## src/source/game24_pkg.sv

```systemverilog
`default_nettype none

package game24_pkg;

    typedef logic [7:0] scan_code_t;
    typedef logic [3:0] digit_t;
    typedef logic signed [13:0] value_t;
    typedef logic [15:0] seconds_t;
    typedef logic [1:0] problem_index_t;

    typedef enum logic [3:0] {
        OP_ADD,
        OP_SUB,
        OP_MUL,
        OP_DIV
    } op_t;

    typedef enum logic [3:0] {
        TOKEN_DIGIT,
        TOKEN_OP,
        TOKEN_ENTER,
        TOKEN_UNKNOWN
    } token_kind_t;

    // 12 bits on the wire
    typedef struct packed {
        token_kind_t kind;
        digit_t      digit;
        op_t         op;
    } token_t;

    typedef enum logic [2:0] {
        STATE_TITLE,
        STATE_PROBLEM,
        STATE_SUCCESS,
        STATE_ERROR,
        STATE_FAIL,
        STATE_CONGRATS
    } game_state_t;

    // set 2 make codes, digit n sits at index n-1
    localparam scan_code_t DIGIT_SCAN_CODES [9] = '{
        8'h16, 8'h1e, 8'h26, 8'h25, 8'h2e, 8'h36, 8'h3d, 8'h3e, 8'h46
    };
    localparam scan_code_t SCAN_ADD   = 8'h1c;
    localparam scan_code_t SCAN_SUB   = 8'h1b;
    localparam scan_code_t SCAN_MUL   = 8'h3a;
    localparam scan_code_t SCAN_DIV   = 8'h23;
    localparam scan_code_t SCAN_ENTER = 8'h5a;

    localparam int PROBLEM_COUNT = 3;

    // every row reaches 24 without brackets
    localparam digit_t PROBLEM_TABLE [PROBLEM_COUNT][4] = '{
        '{4'd1, 4'd3, 4'd2, 4'd4},
        '{4'd2, 4'd3, 4'd5, 4'd9},
        '{4'd4, 4'd6, 4'd1, 4'd1}
    };

endpackage

`default_nettype wire
```

## src/source/game24_top.sv

```systemverilog
`default_nettype none

module game24_top import game24_pkg::*; #(
    parameter int unsigned TICKS_PER_SECOND = 50_000_000
) (
    input  wire             clock,
    input  wire             rst_n,
    input  wire             key_req,
    input  wire scan_code_t key_code,
    output logic            key_ack,
    input  wire             next,
    input  wire             retry,
    output game_state_t     game_state,
    output problem_index_t  problem_index,
    output value_t          result,
    output seconds_t        elapsed_seconds
);

    token_t       token;
    logic         token_valid;
    token_t       accepted_token;
    logic         accepted_valid;
    logic         entry_error;
    logic         div_error;
    logic         eval_done;
    logic         entry_enable;
    logic         clear_entry;
    digit_t [3:0] given_digits;

    key_receiver i_key_receiver (
        .clock, .rst_n, .key_req, .key_code, .key_ack, .token, .token_valid
    );

    entry_checker i_entry_checker (
        .clock, .rst_n, .token, .token_valid, .entry_enable, .clear_entry,
        .given_digits, .accepted_token, .accepted_valid, .entry_error
    );

    expression_evaluator i_expression_evaluator (
        .clock, .rst_n, .accepted_token, .accepted_valid, .clear_entry,
        .result, .eval_done, .div_error
    );

    puzzle_sequencer i_puzzle_sequencer (
        .clock, .rst_n, .next, .retry, .entry_error, .div_error, .eval_done,
        .result, .game_state, .problem_index, .given_digits, .entry_enable,
        .clear_entry
    );

    solve_timer #(
        .TICKS_PER_SECOND(TICKS_PER_SECOND)
    ) i_solve_timer (
        .clock, .rst_n, .game_state, .elapsed_seconds
    );

endmodule

`default_nettype wire

```

## src/source/solve_timer.sv

```systemverilog
`default_nettype none

module solve_timer import game24_pkg::*; #(
    parameter int unsigned TICKS_PER_SECOND = 50_000_000
) (
    input  wire              clock,
    input  wire              rst_n,
    input  wire game_state_t game_state,
    output seconds_t         elapsed_seconds
);

    localparam int TICK_WIDTH = $clog2(TICKS_PER_SECOND + 1);

    logic [TICK_WIDTH-1:0] tick_count;
    logic                  second_tick;

    assign second_tick = (tick_count == TICK_WIDTH'(TICKS_PER_SECOND - 1));

    always_ff @(posedge clock or negedge rst_n) begin
        if (!rst_n) begin
            tick_count      <= '0;
            elapsed_seconds <= '0;
        end else if (game_state == STATE_TITLE) begin
            tick_count      <= '0;
            elapsed_seconds <= '0;
        end else if (game_state != STATE_CONGRATS) begin
            if (second_tick) begin
                tick_count      <= '0;
                elapsed_seconds <= elapsed_seconds + 1'b1;
            end else begin
                tick_count <= tick_count + 1'b1;
            end
        end
    end

endmodule

`default_nettype wire

```

## src/source/puzzle_sequencer.sv

```systemverilog
`default_nettype none

module puzzle_sequencer import game24_pkg::*; (
    input  wire         clock,
    input  wire         rst_n,
    input  wire         next,
    input  wire         retry,
    input  wire         entry_error,
    input  wire         div_error,
    input  wire         eval_done,
    input  wire value_t result,
    output game_state_t      game_state,
    output problem_index_t   problem_index,
    output digit_t [3:0]     given_digits,
    output logic             entry_enable,
    output logic             clear_entry
);

    game_state_t next_state;
    logic        entry_error_q;
    logic        last_problem;

    assign last_problem = (problem_index == problem_index_t'(PROBLEM_COUNT - 1));

    always_comb begin
        next_state = game_state;
        case (game_state)
            STATE_TITLE: if (next) next_state = STATE_PROBLEM;
            STATE_PROBLEM: begin
                if (entry_error_q || div_error) begin
                    next_state = STATE_ERROR;
                end else if (eval_done) begin
                    if (result != value_t'(24)) begin
                        next_state = STATE_FAIL;
                    end else begin
                        next_state = last_problem ? STATE_CONGRATS : STATE_SUCCESS;
                    end
                end
            end
            STATE_ERROR, STATE_FAIL: if (retry) next_state = STATE_PROBLEM;
            STATE_SUCCESS: if (next || retry) next_state = STATE_PROBLEM;
            STATE_CONGRATS: next_state = STATE_CONGRATS;
            default: next_state = STATE_TITLE;
        endcase
    end

    // clears the entry on the same edge the problem state starts
    assign clear_entry  = (game_state != STATE_PROBLEM) && (next_state == STATE_PROBLEM);
    assign entry_enable = (game_state == STATE_PROBLEM);

    always_comb begin
        for (int i = 0; i < 4; i++) begin
            given_digits[i] = PROBLEM_TABLE[problem_index][i];
        end
    end

    always_ff @(posedge clock or negedge rst_n) begin
        if (!rst_n) begin
            game_state    <= STATE_TITLE;
            problem_index <= '0;
            entry_error_q <= 1'b0;
        end else begin
            game_state <= next_state;
            // one extra stage lines rule errors up with eval_done and div_error
            entry_error_q <= clear_entry ? 1'b0 : entry_error;
            if (game_state == STATE_SUCCESS && next) begin
                problem_index <= problem_index + 1'b1;
            end
        end
    end

    assert property (@(posedge clock) disable iff (!rst_n)
        problem_index < problem_index_t'(PROBLEM_COUNT));

endmodule

`default_nettype wire

```

## src/source/expression_evaluator.sv

```systemverilog
`default_nettype none

module expression_evaluator import game24_pkg::*; (
    input  wire         clock,
    input  wire         rst_n,
    input  wire token_t accepted_token,
    input  wire         accepted_valid,
    input  wire         clear_entry,
    output value_t      result,
    output logic        eval_done,
    output logic        div_error
);

    value_t sum;
    value_t term;
    op_t    pending_op;
    value_t digit_value;
    logic   inexact;

    assign digit_value = value_t'(accepted_token.digit);
    assign inexact     = (pending_op == OP_DIV) && ((term % digit_value) != '0);

    always_ff @(posedge clock or negedge rst_n) begin
        if (!rst_n) begin
            sum        <= '0;
            term       <= '0;
            pending_op <= OP_ADD;
            result     <= '0;
            eval_done  <= 1'b0;
            div_error  <= 1'b0;
        end else if (clear_entry) begin
            sum        <= '0;
            term       <= '0;
            pending_op <= OP_ADD;
            result     <= '0;
            eval_done  <= 1'b0;
            div_error  <= 1'b0;
        end else begin
            eval_done <= 1'b0;
            // a bad division ends the entry
            if (accepted_valid && !div_error) begin
                case (accepted_token.kind)
                    TOKEN_DIGIT: begin
                        case (pending_op)
                            OP_MUL: begin
                                term <= term * digit_value;
                            end
                            OP_DIV: begin
                                term      <= term / digit_value;
                                div_error <= inexact;
                            end
                            // add and sub open a new signed term
                            OP_SUB: begin
                                term <= -digit_value;
                            end
                            default: begin
                                term <= digit_value;
                            end
                        endcase
                    end
                    TOKEN_OP: begin
                        if (accepted_token.op == OP_ADD || accepted_token.op == OP_SUB) begin
                            sum  <= sum + term;
                            term <= '0;
                        end
                        pending_op <= accepted_token.op;
                    end
                    TOKEN_ENTER: begin
                        result    <= sum + term;
                        eval_done <= 1'b1;
                    end
                    default: begin
                        eval_done <= 1'b0;
                    end
                endcase
            end
        end
    end

    // inexact division never also yields a result
    assert property (@(posedge clock) disable iff (!rst_n) !(eval_done && div_error));

endmodule

`default_nettype wire

```

## src/source/entry_checker.sv

```systemverilog
`default_nettype none

module entry_checker import game24_pkg::*; (
    input  wire               clock,
    input  wire               rst_n,
    input  wire token_t       token,
    input  wire               token_valid,
    input  wire               entry_enable,
    input  wire               clear_entry,
    input  wire digit_t [3:0] given_digits,
    output token_t            accepted_token,
    output logic              accepted_valid,
    output logic              entry_error
);

    logic       expect_digit;
    logic       entry_done;
    logic [3:0] used;
    logic [3:0] hit;
    logic [3:0] pick;
    logic       take;

    // free given slots holding the typed digit
    always_comb begin
        for (int i = 0; i < 4; i++) begin
            hit[i] = !used[i] && (given_digits[i] == token.digit);
        end
    end

    // claim only the lowest one so duplicates count separately
    assign pick = hit & (~hit + 4'd1);
    assign take = token_valid && entry_enable && !entry_done && !entry_error;

    always_ff @(posedge clock or negedge rst_n) begin
        if (!rst_n) begin
            expect_digit   <= 1'b1;
            entry_done     <= 1'b0;
            used           <= '0;
            accepted_valid <= 1'b0;
            entry_error    <= 1'b0;
        end else if (clear_entry) begin
            expect_digit   <= 1'b1;
            entry_done     <= 1'b0;
            used           <= '0;
            accepted_valid <= 1'b0;
            entry_error    <= 1'b0;
        end else begin
            accepted_valid <= 1'b0;
            if (take) begin
                case (token.kind)
                    TOKEN_DIGIT: begin
                        if (expect_digit && |hit) begin
                            used           <= used | pick;
                            expect_digit   <= 1'b0;
                            accepted_valid <= 1'b1;
                        end else begin
                            entry_error <= 1'b1;
                        end
                    end
                    TOKEN_OP: begin
                        if (!expect_digit) begin
                            expect_digit   <= 1'b1;
                            accepted_valid <= 1'b1;
                        end else begin
                            entry_error <= 1'b1;
                        end
                    end
                    TOKEN_ENTER: begin
                        if (!expect_digit && &used) begin
                            entry_done     <= 1'b1;
                            accepted_valid <= 1'b1;
                        end else begin
                            entry_error <= 1'b1;
                        end
                    end
                    default: entry_error <= 1'b1;
                endcase
            end
        end
    end

    always_ff @(posedge clock) begin
        if (take) begin
            accepted_token <= token;
        end
    end

    assert property (@(posedge clock) disable iff (!rst_n) accepted_valid |-> entry_enable);

endmodule

`default_nettype wire

```

## src/source/key_receiver.sv

```systemverilog
`default_nettype none

module key_receiver import game24_pkg::*; (
    input  wire             clock,
    input  wire             rst_n,
    input  wire             key_req,
    input  wire scan_code_t key_code,
    output logic            key_ack,
    output token_t          token,
    output logic            token_valid
);

    function automatic token_t decode_key(input scan_code_t code);
        token_t decoded;
        decoded.kind  = TOKEN_UNKNOWN;
        decoded.digit = '0;
        decoded.op    = OP_ADD;
        for (int i = 0; i < 9; i++) begin
            if (code == DIGIT_SCAN_CODES[i]) begin
                decoded.kind  = TOKEN_DIGIT;
                decoded.digit = digit_t'(i + 1);
            end
        end
        if (code == SCAN_ADD || code == SCAN_SUB || code == SCAN_MUL || code == SCAN_DIV) begin
            decoded.kind = TOKEN_OP;
            decoded.op   = (code == SCAN_ADD) ? OP_ADD :
                           (code == SCAN_SUB) ? OP_SUB :
                           (code == SCAN_MUL) ? OP_MUL : OP_DIV;
        end else if (code == SCAN_ENTER) begin
            decoded.kind = TOKEN_ENTER;
        end
        return decoded;
    endfunction

    always_ff @(posedge clock or negedge rst_n) begin
        if (!rst_n) begin
            key_ack     <= 1'b0;
            token_valid <= 1'b0;
        end else begin
            token_valid <= key_req && !key_ack;
            // ack follows req in both directions
            if (key_req && !key_ack) begin
                key_ack <= 1'b1;
            end else if (!key_req && key_ack) begin
                key_ack <= 1'b0;
            end
        end
    end

    // code captured once, on the ack edge
    always_ff @(posedge clock) begin
        if (key_req && !key_ack) begin
            token <= decode_key(key_code);
        end
    end

    assert property (@(posedge clock) disable iff (!rst_n) $rose(key_ack) |-> $past(key_req));

endmodule

`default_nettype wire

```

## config.mk

```make
export PLATFORM = sky130hd
export DESIGN_NAME = game24_top
export DESIGN_NICKNAME = d
export VERILOG_FILES = /design/src/source/game24_pkg.sv /design/src/source/game24_top.sv /design/src/source/solve_timer.sv /design/src/source/puzzle_sequencer.sv /design/src/source/expression_evaluator.sv /design/src/source/entry_checker.sv /design/src/source/key_receiver.sv
export SDC_FILE = /design/constraint.sdc
export NUM_CORES = 1
export LEC_CHECK = 0
export BUFFER_PORTS_ARGS = -buffer_cell sky130_fd_sc_hd__buf_4
export CORE_MARGIN = 3
export CORE_UTILIZATION = 50
export CTS_CLUSTER_SIZE = 12
export DETAILED_ROUTE_END_ITERATION = 16
export PLACE_DENSITY_LB_ADDON = 0.08
export SKIP_LAST_GASP = 1
export SYNTH_ARGS = -nofsm -noshare
export SYNTH_HDL_FRONTEND = slang
export SYNTH_SLANG_ARGS = --single-unit
```

## constraint.sdc

```tcl
create_clock -name clock -period 35.7 [get_ports clock]
set_input_delay 1.785 -clock clock [delete_from_list [all_inputs] [get_ports clock]]
set_output_delay 1.785 -clock clock [all_outputs]
set_load 0.03 [all_outputs]
```

; Word-level counts from Yosys, hierarchy flattened
; Cells that the tools add are included.
; W data, S select, Z words.
[word_totals]
input_bits = 13
elab_cells = 231
out_inout_bits = 36
reg_bits = 130
[classes]
div_mod_pow = 2
bitwise_logic = 5
muxes = 78
mul = 1
n_addsub = 6
n_lt_le_gt_ge = 1
eq_ne = 42
reduce_logical = 69
[ops]
columns = cell, count
row1 = $mux W14, 10
row2 = $mux W16, 5
row3 = $mux W26, 3
row4 = $eq A8 B6 Y1 const B, 8
row5 = $mux W6, 9
row6 = $pmux W14 S3, 1
row7 = $bmux W16 S2, 1
row8 = $eq A8 B5 Y1 const B, 4
row9 = $mux W1, 29
row10 = $mux W4, 7
row11 = $pmux W14 S2, 1
row12 = $reduce_bool A2 Y1, 14
row13 = $add A26 B1 Y26 const B, 1
row14 = $eq A26 B26 Y1 const B, 1
row15 = $mux W3, 7
row16 = $reduce_and A3 Y1, 6
row17 = $add A16 B1 Y16 const B, 1
row18 = $eq A4 B1 Y1 const B, 4
row19 = $eq A4 B2 Y1 const B, 4
row20 = $eq A4 B4 Y1, 4
row21 = $eq A8 B7 Y1 const B, 2
row22 = $logic_and A1 B1 Y1, 15
row23 = $pmux W3 S5, 1
row24 = $add A14 B14 Y14, 1
row25 = other kinds (35), 65

; Depth between registers and ports, before layout
; Gate-level depths: netlist of the first run.
[logic_depth]
word_depth = 14
mapped_depth = 131
ltp_nobuf = 123

; Modules after synthesis
; From an unflattened synthesis of the first run, not the netlist that was laid out.
[hier_totals]
hier_cells = 2110
hier_area_um2 = 16757.3
[by_module_without_submodules]
columns = mod, area_per_inst_um2, seq_area_each_um2, instances, cells_per_inst
row1 = expression_evaluator, 12135.4, 1201.2, 1, 1641
row2 = solve_timer, 2347.3, 1051.0, 1, 264
row3 = entry_checker, 1042.2, 561.8, 1, 81
row4 = key_receiver, 693.2, 290.3, 1, 65
row5 = puzzle_sequencer, 539.3, 150.1, 1, 59

; Least setup slack after synthesis of the first run
; OpenSTA, ideal clock, no wires.
[synth_path]
path_type = register -> register
startpoint = register i_expression_evaluator.term[13]
endpoint = register i_expression_evaluator.term[10]
n_path_buf = 10
arrival_time_ns = 25.698
setup_time_ns = 0.140
stages_incl_launch_ff = 126
t_required_ns = 35.560
period_less_slack_ns = 25.838
setup_slack_ns = 9.862
path_cell_list = dfrtp_1 clkbuf_1 clkbuf_1 buf_1 clkbuf_1 nand3_1 inv_1 ha_1 nand2_1 a21boi_0 ha_1 o21a_1 o21a_1 a311oi_1 nor2_1 ha_1 o21a_1 o21ai_0 (+90 left out) mux2i_1 ha_1 a21o_1 a21o_1 a21oi_1 o21ai_0 a21oi_1 o221ai_1 nor2_1 nand4bb_1 nor3_1 ha_1 nand2_1 o41a_1 a21o_1 xnor2_1 a221oi_1 o21ai_0
[synth_via]
elab_chain_cells = 5
[synth_rtl]
columns = element, line_no
row1 = "start, declared", expression_evaluator.sv:15  ; value_t term;
row2 = "start signal, assigned", expression_evaluator.sv:46  ; term <= term * digit_value;
row3 = "start signal, assigned", expression_evaluator.sv:49  ; term <= term / digit_value;
row4 = "start signal, assigned", expression_evaluator.sv:54  ; term <= -digit_value;
row5 = $div A14 B5 Y14, expression_evaluator.sv:49
row6 = $pmux W14 S3, expression_evaluator.sv:44  ; case (pending_op)
row7 = $pmux W14 S2, expression_evaluator.sv:42  ; case (accepted_token.kind)
row8 = $mux W14, expression_evaluator.sv:41  ; if (accepted_valid && !div_error) begin
row9 = $mux W14, expression_evaluator.sv:31  ; end else if (clear_entry) begin
; Every way passes these cells. The select of a mux whose other input is x is not followed.
; A chain may end at the register's enable or synchronous reset.

; Final worst setup path of the first run
[layout_path]
startpoint = register i_expression_evaluator.term[5]
endpoint = register i_expression_evaluator.term[10]
[layout_via]
elab_chain_cells = 5
word_cells_on_any_way = 6
[layout_rtl]
columns = element, line_no
row1 = $div A14 B5 Y14 or $mul A14 B5 Y14 (tied branches), "expression_evaluator.sv:49, expression_evaluator.sv:46"
row2 = $pmux W14 S3 *, expression_evaluator.sv:44
row3 = $pmux W14 S2 *, expression_evaluator.sv:42
row4 = $mux W14 *, expression_evaluator.sv:41
row5 = $mux W14 *, expression_evaluator.sv:31
; Mark *: on every way between the ends. The rest lies on a longest branch, timed or not. The select of a mux whose other input is x is not followed.

==> results of run 1 <==
-- cell families after synthesis --
| group | after synthesis | synth area share (%) |
|---|---|---|
| adder cells (fa/ha/maj) | 177 | 15.1 |
| XOR/XNOR | 128 | 7.09 |
| flip-flops | 120 | 19.5 |
| AND/OR/NAND/NOR | 786 | 25.3 |
| AO/OA/AOI/OAI | 556 | 24.2 |
| buffers and inverters | 176 | 4.40 |
| multiplexers | 64 | 4.46 |
-- how the worst min path moves through the flow --
stage                                  from                                end  slack, ns  depth (start not counted)
floorplan           i_key_receiver.token[0]  i_entry_checker.accepted_token[0]       0.40                          0
global placement    i_key_receiver.token[1]  i_entry_checker.accepted_token[1]       0.40                          0
detailed placement  i_key_receiver.token[0]  i_entry_checker.accepted_token[0]       0.41                          0
CTS                 i_key_receiver.token[0]  i_entry_checker.accepted_token[0]       0.42                          0
global route        i_key_receiver.token[0]  i_entry_checker.accepted_token[0]       0.42                          0
finish              i_key_receiver.token[0]  i_entry_checker.accepted_token[0]       0.42                          0
-- cell usage in the layout (no fill, tap or decap), types with 12 or more instances in the layout --
| cell | count |
|---|---|
| a211oi_1 | 22 |
| a21o_1 | 20 |
| a21oi_1 | 139 |
| a31oi_1 | 12 |
| and2_1 | 29 |
| and3_1 | 23 |
| buf_4 | 66 |
| clkbuf_16 | 17 |
| dfrtp_1 | 103 |
| edfxtp_1 | 16 |
| fa_1 | 22 |
| ha_1 | 155 |
| inv_1 | 112 |
| mux2_2 | 23 |
| mux2i_1 | 33 |
| nand2_1 | 203 |
| nand2b_1 | 28 |
| nand3_1 | 43 |
| nand4_1 | 24 |
| nor2_1 | 202 |
| nor2b_1 | 23 |
| nor3_1 | 78 |
| nor4_1 | 18 |
| o211ai_1 | 12 |
| o21a_1 | 63 |
| o21ai_0 | 105 |
| o21bai_1 | 24 |
| o31ai_1 | 26 |
| or2_2 | 23 |
| or3_1 | 13 |
| xnor2_1 | 76 |
| xor2_1 | 52 |
-- through the flow --
stage          util (%)  instance area [µm²]  hold slack, ns
3_3_place_gp       53.6                16600           0.403
4_1_cts            55.5                17100           0.421
5_1_grt            55.5                17100           0.423
3_5_place_dp       53.6                16600           0.410
2_1_floorplan         -                15800           0.400
6_report           55.5                17100           0.419
-- worst max-delay path, delay by kind of cell, from the launching register on --
| kind | cells | cell delay (ns) |
|---|---|---|
| compound gates | 57 | 13.15 |
| xor+xnor | 1 | 0.14 |
| fa+ha+maj | 15 | 4.20 |
| buf+inv | 4 | 0.46 |
| flops | 1 | 0.52 |
| mux | 7 | 2.45 |
| simple gates | 34 | 8.28 |
-- routing by layer --
layer / part of all wire (%) / track usage, % / wire, µm
met1: 50 / 35.2 / 20500
met5: 0 / 0 / 0
met4: 1.6 / 5.41 / 662
met2: 45 / 38.4 / 18400
met3: 3.9 / 2.63 / 1600
-- cell type report --
cell class                      count  share of cell area (%)
Timing Repair Buffer               66                    2.89
Sequential cell                   120                    18.0
Clock inverter                     13                   0.854
Inverter                          115                    2.53
Clock buffer                       19                    2.58
Multi-Input combinational cell   1711                    70.3
Tap cell                          396                    2.89
-- state kept, by name, indices dropped and copies added, names as in the netlist, 2 cells and up --
| name | flops |
|---|---|
| i_key_receiver.token | 8 |
| i_solve_timer.tick_count | 26 |
| i_expression_evaluator.term | 14 |
| i_expression_evaluator.pending_op | 2 |
| i_solve_timer.elapsed_seconds | 16 |
| i_puzzle_sequencer.game_state | 3 |
| i_expression_evaluator.sum | 14 |
| i_puzzle_sequencer.problem_index | 2 |
| i_expression_evaluator.result | 14 |
| i_entry_checker.accepted_token | 8 |
| i_entry_checker.used | 4 |
==> results.txt, run 1 <==
After floorplanning, the core was divided into 64 placement rows. The die area came out at 0.0338 mm². Across the run, the number of max-cap violations was 0.

The kind of critical path is reg2reg. The y dimension of the die is 184 µm. The count of endpoints failing hold in the final timing report was 0.

The final wirelength came out at 41200 µm. The synthesized area divided by synthesized cell count came out at 7.88 µm². The initial antenna violation count is 0. Entering global routing, the biggest net connects 66 pins. The routability congestion estimate from global placement came out at 0.914. In this run the worst setup path begins at i_expression_evaluator.term[5]. nand2_1 is the most common cell in the netlist. STA puts the critical path data required time at 35.96 ns. The critical path ends at i_expression_evaluator.term[10]. The first-pass GRT wire length came out at 68500 µm. The detail route stage leaves a number of antenna-violating nets equal to 0. By count the netlist is led by nand2_1, nor2_1, ha_1, a21oi_1, inv_1. The final count of pins violating max slew came out at 0. Across the whole layout, storage elements account for 0.00308 mm². The worst setup path is launched from a flip-flop. The number of buffers added on ports is 48. Setup repair after global routing left no endpoint under its margin. The number of hold buffers added after cts is 0. The number of clock sinks seen by CTS is 120. The delay of the slowest cell on the worst path is 0.73 ns. The post-synth design cell area is 0.0158 mm². The initial core utilization is 51.1%. The final period utilization is 82.3%. The critical path endpoint category is a flip-flop. The synthesized net count is 2197.

The worst reg-to-reg setup slack is 6.31 ns. Summed over all layers, the global routing overflow is 0. Detailed placement finished with a half-perimeter wire length of 31600 µm. The worst slew slack as a fraction of its limit came out at 43.8%. After clock tree synthesis, the clock-pin slew on the worst setup and hold paths is 0.06 ns. The routed via count divided by cell count came out at 6.03. Counting flops with a built-in enable in the synthesized netlist gives 16.

The endpoint of the lowest-slack register-to-register path is i_expression_evaluator.term[10]. The final cell count without fillers is 2440. For the pin with the worst max-slew slack, the measured transition is 0.841 ns. The shortest period the worst path allows is 29.39 ns. The post-synthesis async set-or-reset flop share came out at 86.7%. The number of global-route vias before repair came out at 13.8k. At the later pin of the worst-skew pair, clock insertion delay measures 0.42 ns. The area share of the leading cell type in the synthesized netlist is 16.3%. The worst clock skew on the final layout came out at 0.0197 ns. The number of inserted diodes came out at 0. The setup TNS is 0 ns. Relative to the synthesized area, the layout overhead comes to 8.49%.

The most numerous cell type found on the critical path is o21a_1. For this block, the initial DRC count from the detailed router was 783. The combined global-route utilization of all metal layers is 24.0%. The number of warnings printed during yosys synthesis came out at 0.

By area the synthesized netlist is led by dfrtp_1, ha_1, nand2_1, nor2_1, a21oi_1. In the routed design, unresolved DRC markers number 0. The instance count of the mapped netlist came out at 2007. In this run the count of I/O pins placed on the die edge is 49.

The layout net count is 2221. The number of cells on the worst reg-to-reg path is 118. Based on the critical path, the design can be clocked at up to 0.0340 GHz. Setup violations remaining at the end of the flow were counted as 0. The most used flip-flop cell after synthesis is dfrtp_1. In this run, synthesis produced a sequential element count of 120. The die boundary width is 184 µm. The detailed-route via count is 14.7k. The critical path arrival is 29.66 ns. The run finished with clean final reports. The slowest stage of the critical path belongs to the cell or4b_1. Post-CTS repair changed the size of 0 cells. In this run the worst hold path is classified as reg2reg. The number of different library cells used by synthesis comes to 115. The post-synthesis sequential area ratio came out at 19.5%. The cell type with the highest aggregate area in the netlist is dfrtp_1. The fraction of layout cells with a size suffix above 1 is 10.0%. The root buffer cell chosen for the clock tree is clkbuf_16. The pre-CTS worst setup slack came out at 6.57 ns. The first detailed-routing pass took 5 iterations. The H-tree generated during clock tree synthesis spans 4 levels. The number of setup buffers added after CTS is 0. The maximum net fanout on the critical path came out at 13. The maximum count of clock buffers along a single path came out at 2.

The number of placed instances, taps included, is 2408. The CTS buffer count is 17. TritonCTS built the clock tree.

The startpoint of the worst-slack reg-to-reg timing path is i_expression_evaluator.term[5]. The multi-input combinational cells in the finished layout cover a total of 0.0120 mm². The placeable core region came out at 0.0309 mm².

The average wire per standard cell is 16.9 µm. The worst setup margin is 6.31 ns. The final-layout fill cell count came out at 2923.
Power of run 1 is not shown: default switching activity piles up to over one toggle a cycle in this logic, so the estimate is an artifact.
==> run 2, diff against run 1 <==
==> constraint.sdc (replaced) <==
create_clock -name clock -period 27.7 [get_ports clock]
set_input_delay 1.385 -clock clock [delete_from_list [all_inputs] [get_ports clock]]
set_output_delay 1.385 -clock clock [all_outputs]
set_load 0.03 [all_outputs]
==> run 2 against run 1 <==
Compared with the run above: first-iteration DRC count increased by 24%; global-route usage increased by 0.83 points; fmax increased by 14%; worst hold slack improved by 0.053 ns; count of clock-buffer cells in the layout unchanged; largest cell class unchanged; sequential cell count unchanged; setup slack got worse by 4.4 ns; via count increased by 1.6%.
==> results.txt, run 2 (synthesis results as in run 1) <==
The register with the most flip-flops in the layout has 26 of them. The placeable core region is 0.0309 mm². Of all nets on the critical path, the largest fanout is 12. The DRC violation count after routing came out at 0.

The delay of the slowest cell on the worst path came out at 0.62 ns. The number of clock sinks seen by CTS came out at 120. The number of buffers added on ports came out at 48.

The critical path is of the reg2reg type. The maximum count of clock buffers along a single path is 2. At the end of routability-driven placement, the weighted congestion stood at 0.936.

The final-layout fill cell count came out at 2881. The die boundary width came out at 184 µm. The top-level port count is 49. The layout net count came out at 2248. The depth of the CTS H-tree is 4. The first global-routing pass estimated 70300 µm of wire. For this design, the CTS-stage hold fixing added 0 buffers. The final wirelength is 42400 µm. The combined global-route utilization of all metal layers is 24.9%. The worst slew slack as a fraction of its limit is 35.4%.

The launching element type of the critical path is a flip-flop. The number of global-route vias before repair came to 14.3k. The final cell count without fillers is 2467. The largest net degree at the start of global routing is 59. The critical path arrival came out at 26.10 ns. The layout overhead on the synthesized area came out at 10.8%. TritonCTS built the clock tree. The die area is 0.0338 mm².

The run finished with clean final reports. The clock-pin slew on the worst setup and hold paths is 0.06 ns. Once the floorplan was initialized, standard cells occupied 51.1% of the core. The shortest period the worst path allows came out at 25.83 ns.

The path class of the tightest hold or removal check is reg2reg. The routed layout has 15.0k vias. The clock reaches the later pin of the worst-skew pair after 0.42 ns. For this design, the slowest cell found on the critical path is or4_4. For this block, the initial DRC count from the detailed router was 971. In this design, the critical path's most frequently occurring cell is o21a_1. The number of inserted diodes is 0.

The library cell used as clock root buffer is clkbuf_16. The data required time at the worst endpoint came out at 27.98 ns. The final period utilization is 93.2%. The library cells used most frequently in the layout, excluding fill and tap cells, are nand2_1, nor2_1, ha_1, a21oi_1, inv_1. For the final database, setup skew stands at 0.0138 ns.

The final count of pins violating max slew is 0. The count of endpoints failing hold in the final timing report was 0. The first detailed-routing pass ran for 5 iterations.

TritonCTS created 17 clock buffers. The number of max-cap violations is 0. The average wire per standard cell came out at 17.2 µm. The largest registers in the layout are i_solve_timer.tick_count: 26 flops, i_solve_timer.elapsed_seconds: 16 flops. At the pin with the least slew margin, the transition time is 0.967 ns.

The number of setup violations in the final report came out at 0. The maximum operating frequency is 0.0387 GHz. The leading cell type in the layout, fill and taps excluded is nand2_1.

The remaining antenna violation count after routing is 0. The cell count after placement is 2414. The count of standard-cell rows is 64. The routed via count divided by cell count is 6.06.

STA classifies the critical path endpoint as a flip-flop. The largest register by flop count is i_solve_timer.tick_count. From bottom edge to top edge, the die measures 184 µm. The initial antenna violation count is 1. The total grt overflow came out at 0. The fraction of layout cells with a size suffix above 1 is 12.6%. The wire-length estimate of the detail-placed layout is 32100 µm.
run 2: changes by cell type in the layout (fill, tap and decap cells not counted), sizes merged:
cell      before  now
inv          118  123
clkinvlp       3    1
buf           66   93
clkinv         5    2
run 2: what timing repair did:
item                                    4_1_cts  5_1_grt
endpoints found under the setup margin        9       15
resized for setup                             3       36
pin swaps                                     2        4
buffers inserted                              3       18
cloned                                        0        0
hold endpoints to repair                      0        0
run 2: worst max-delay path: cells and delay by family (launching register included):
family / cells / cell delay, ns
adder cells (fa/ha/maj): 15 / 4.23
buffers and inverters: 5 / 0.64
XOR/XNOR: 1 / 0.12
flip-flops: 1 / 0.50
AO/OA/AOI/OAI: 58 / 10.85
multiplexers: 8 / 2.25
AND/OR/NAND/NOR: 35 / 6.94
run 2: metrics by stage:
step | util, % | setup TNS [ns] | setup slack (ns) | cell area, µm² | hold WS [ns]
6_report | 56.6 | 0 | 1.87 | 17500 | 0.473
5_1_grt | 56.6 | -0.113 | -0.0628 | 17500 | 0.469
4_1_cts | 55.8 | 0 | 0.102 | 17300 | 0.461
3_5_place_dp | 53.7 | -3.38 | -0.711 | 16600 | 0.445
3_3_place_gp | 53.7 | 0 | 0.396 | 16600 | 0.432
2_1_floorplan | - | 0 | 1.86 | 15800 | 0.400
run 2: path summary, 6_finish.rpt:
path / from / to / slack [ns] / depth (start not counted)
max in group asynchronous: rst_n / i_expression_evaluator.pending_op[1] / 25.48 / 2
min reg2reg: i_key_receiver.token[1] / i_entry_checker.accepted_token[1] / 0.47 / 0
max: i_expression_evaluator.term[5] / i_expression_evaluator.term[10] / 1.87 / 122
max reg2reg: i_expression_evaluator.term[5] / i_expression_evaluator.term[10] / 1.87 / 122
min: i_key_receiver.token[1] / i_entry_checker.accepted_token[1] / 0.47 / 0
min in group asynchronous: rst_n / i_expression_evaluator.term[9] / 1.01 / 1
run 2: final cells by class:
cell class	count	area (µm²)	area share, %
clock buffer	19	454	2.59
clock inverter	13	155	0.886
inverter	115	434	2.48
multi-input combinational	1711	12200	69.6
sequential	120	3090	17.6
tap	396	495	2.83
timing repair buffer	93	698	3.99
run 2: per-layer routing:
metal  GRT usage, %  vias to the layer above  wire length [µm]
met1           35.3                     7148             20300
met5              0                        -                 0
met4           4.69                        0               507
li1               -                     7420                 -
met3           4.00                       40              2260
met2           40.5                      349             19300
Power of run 2 is left out for the same reason.
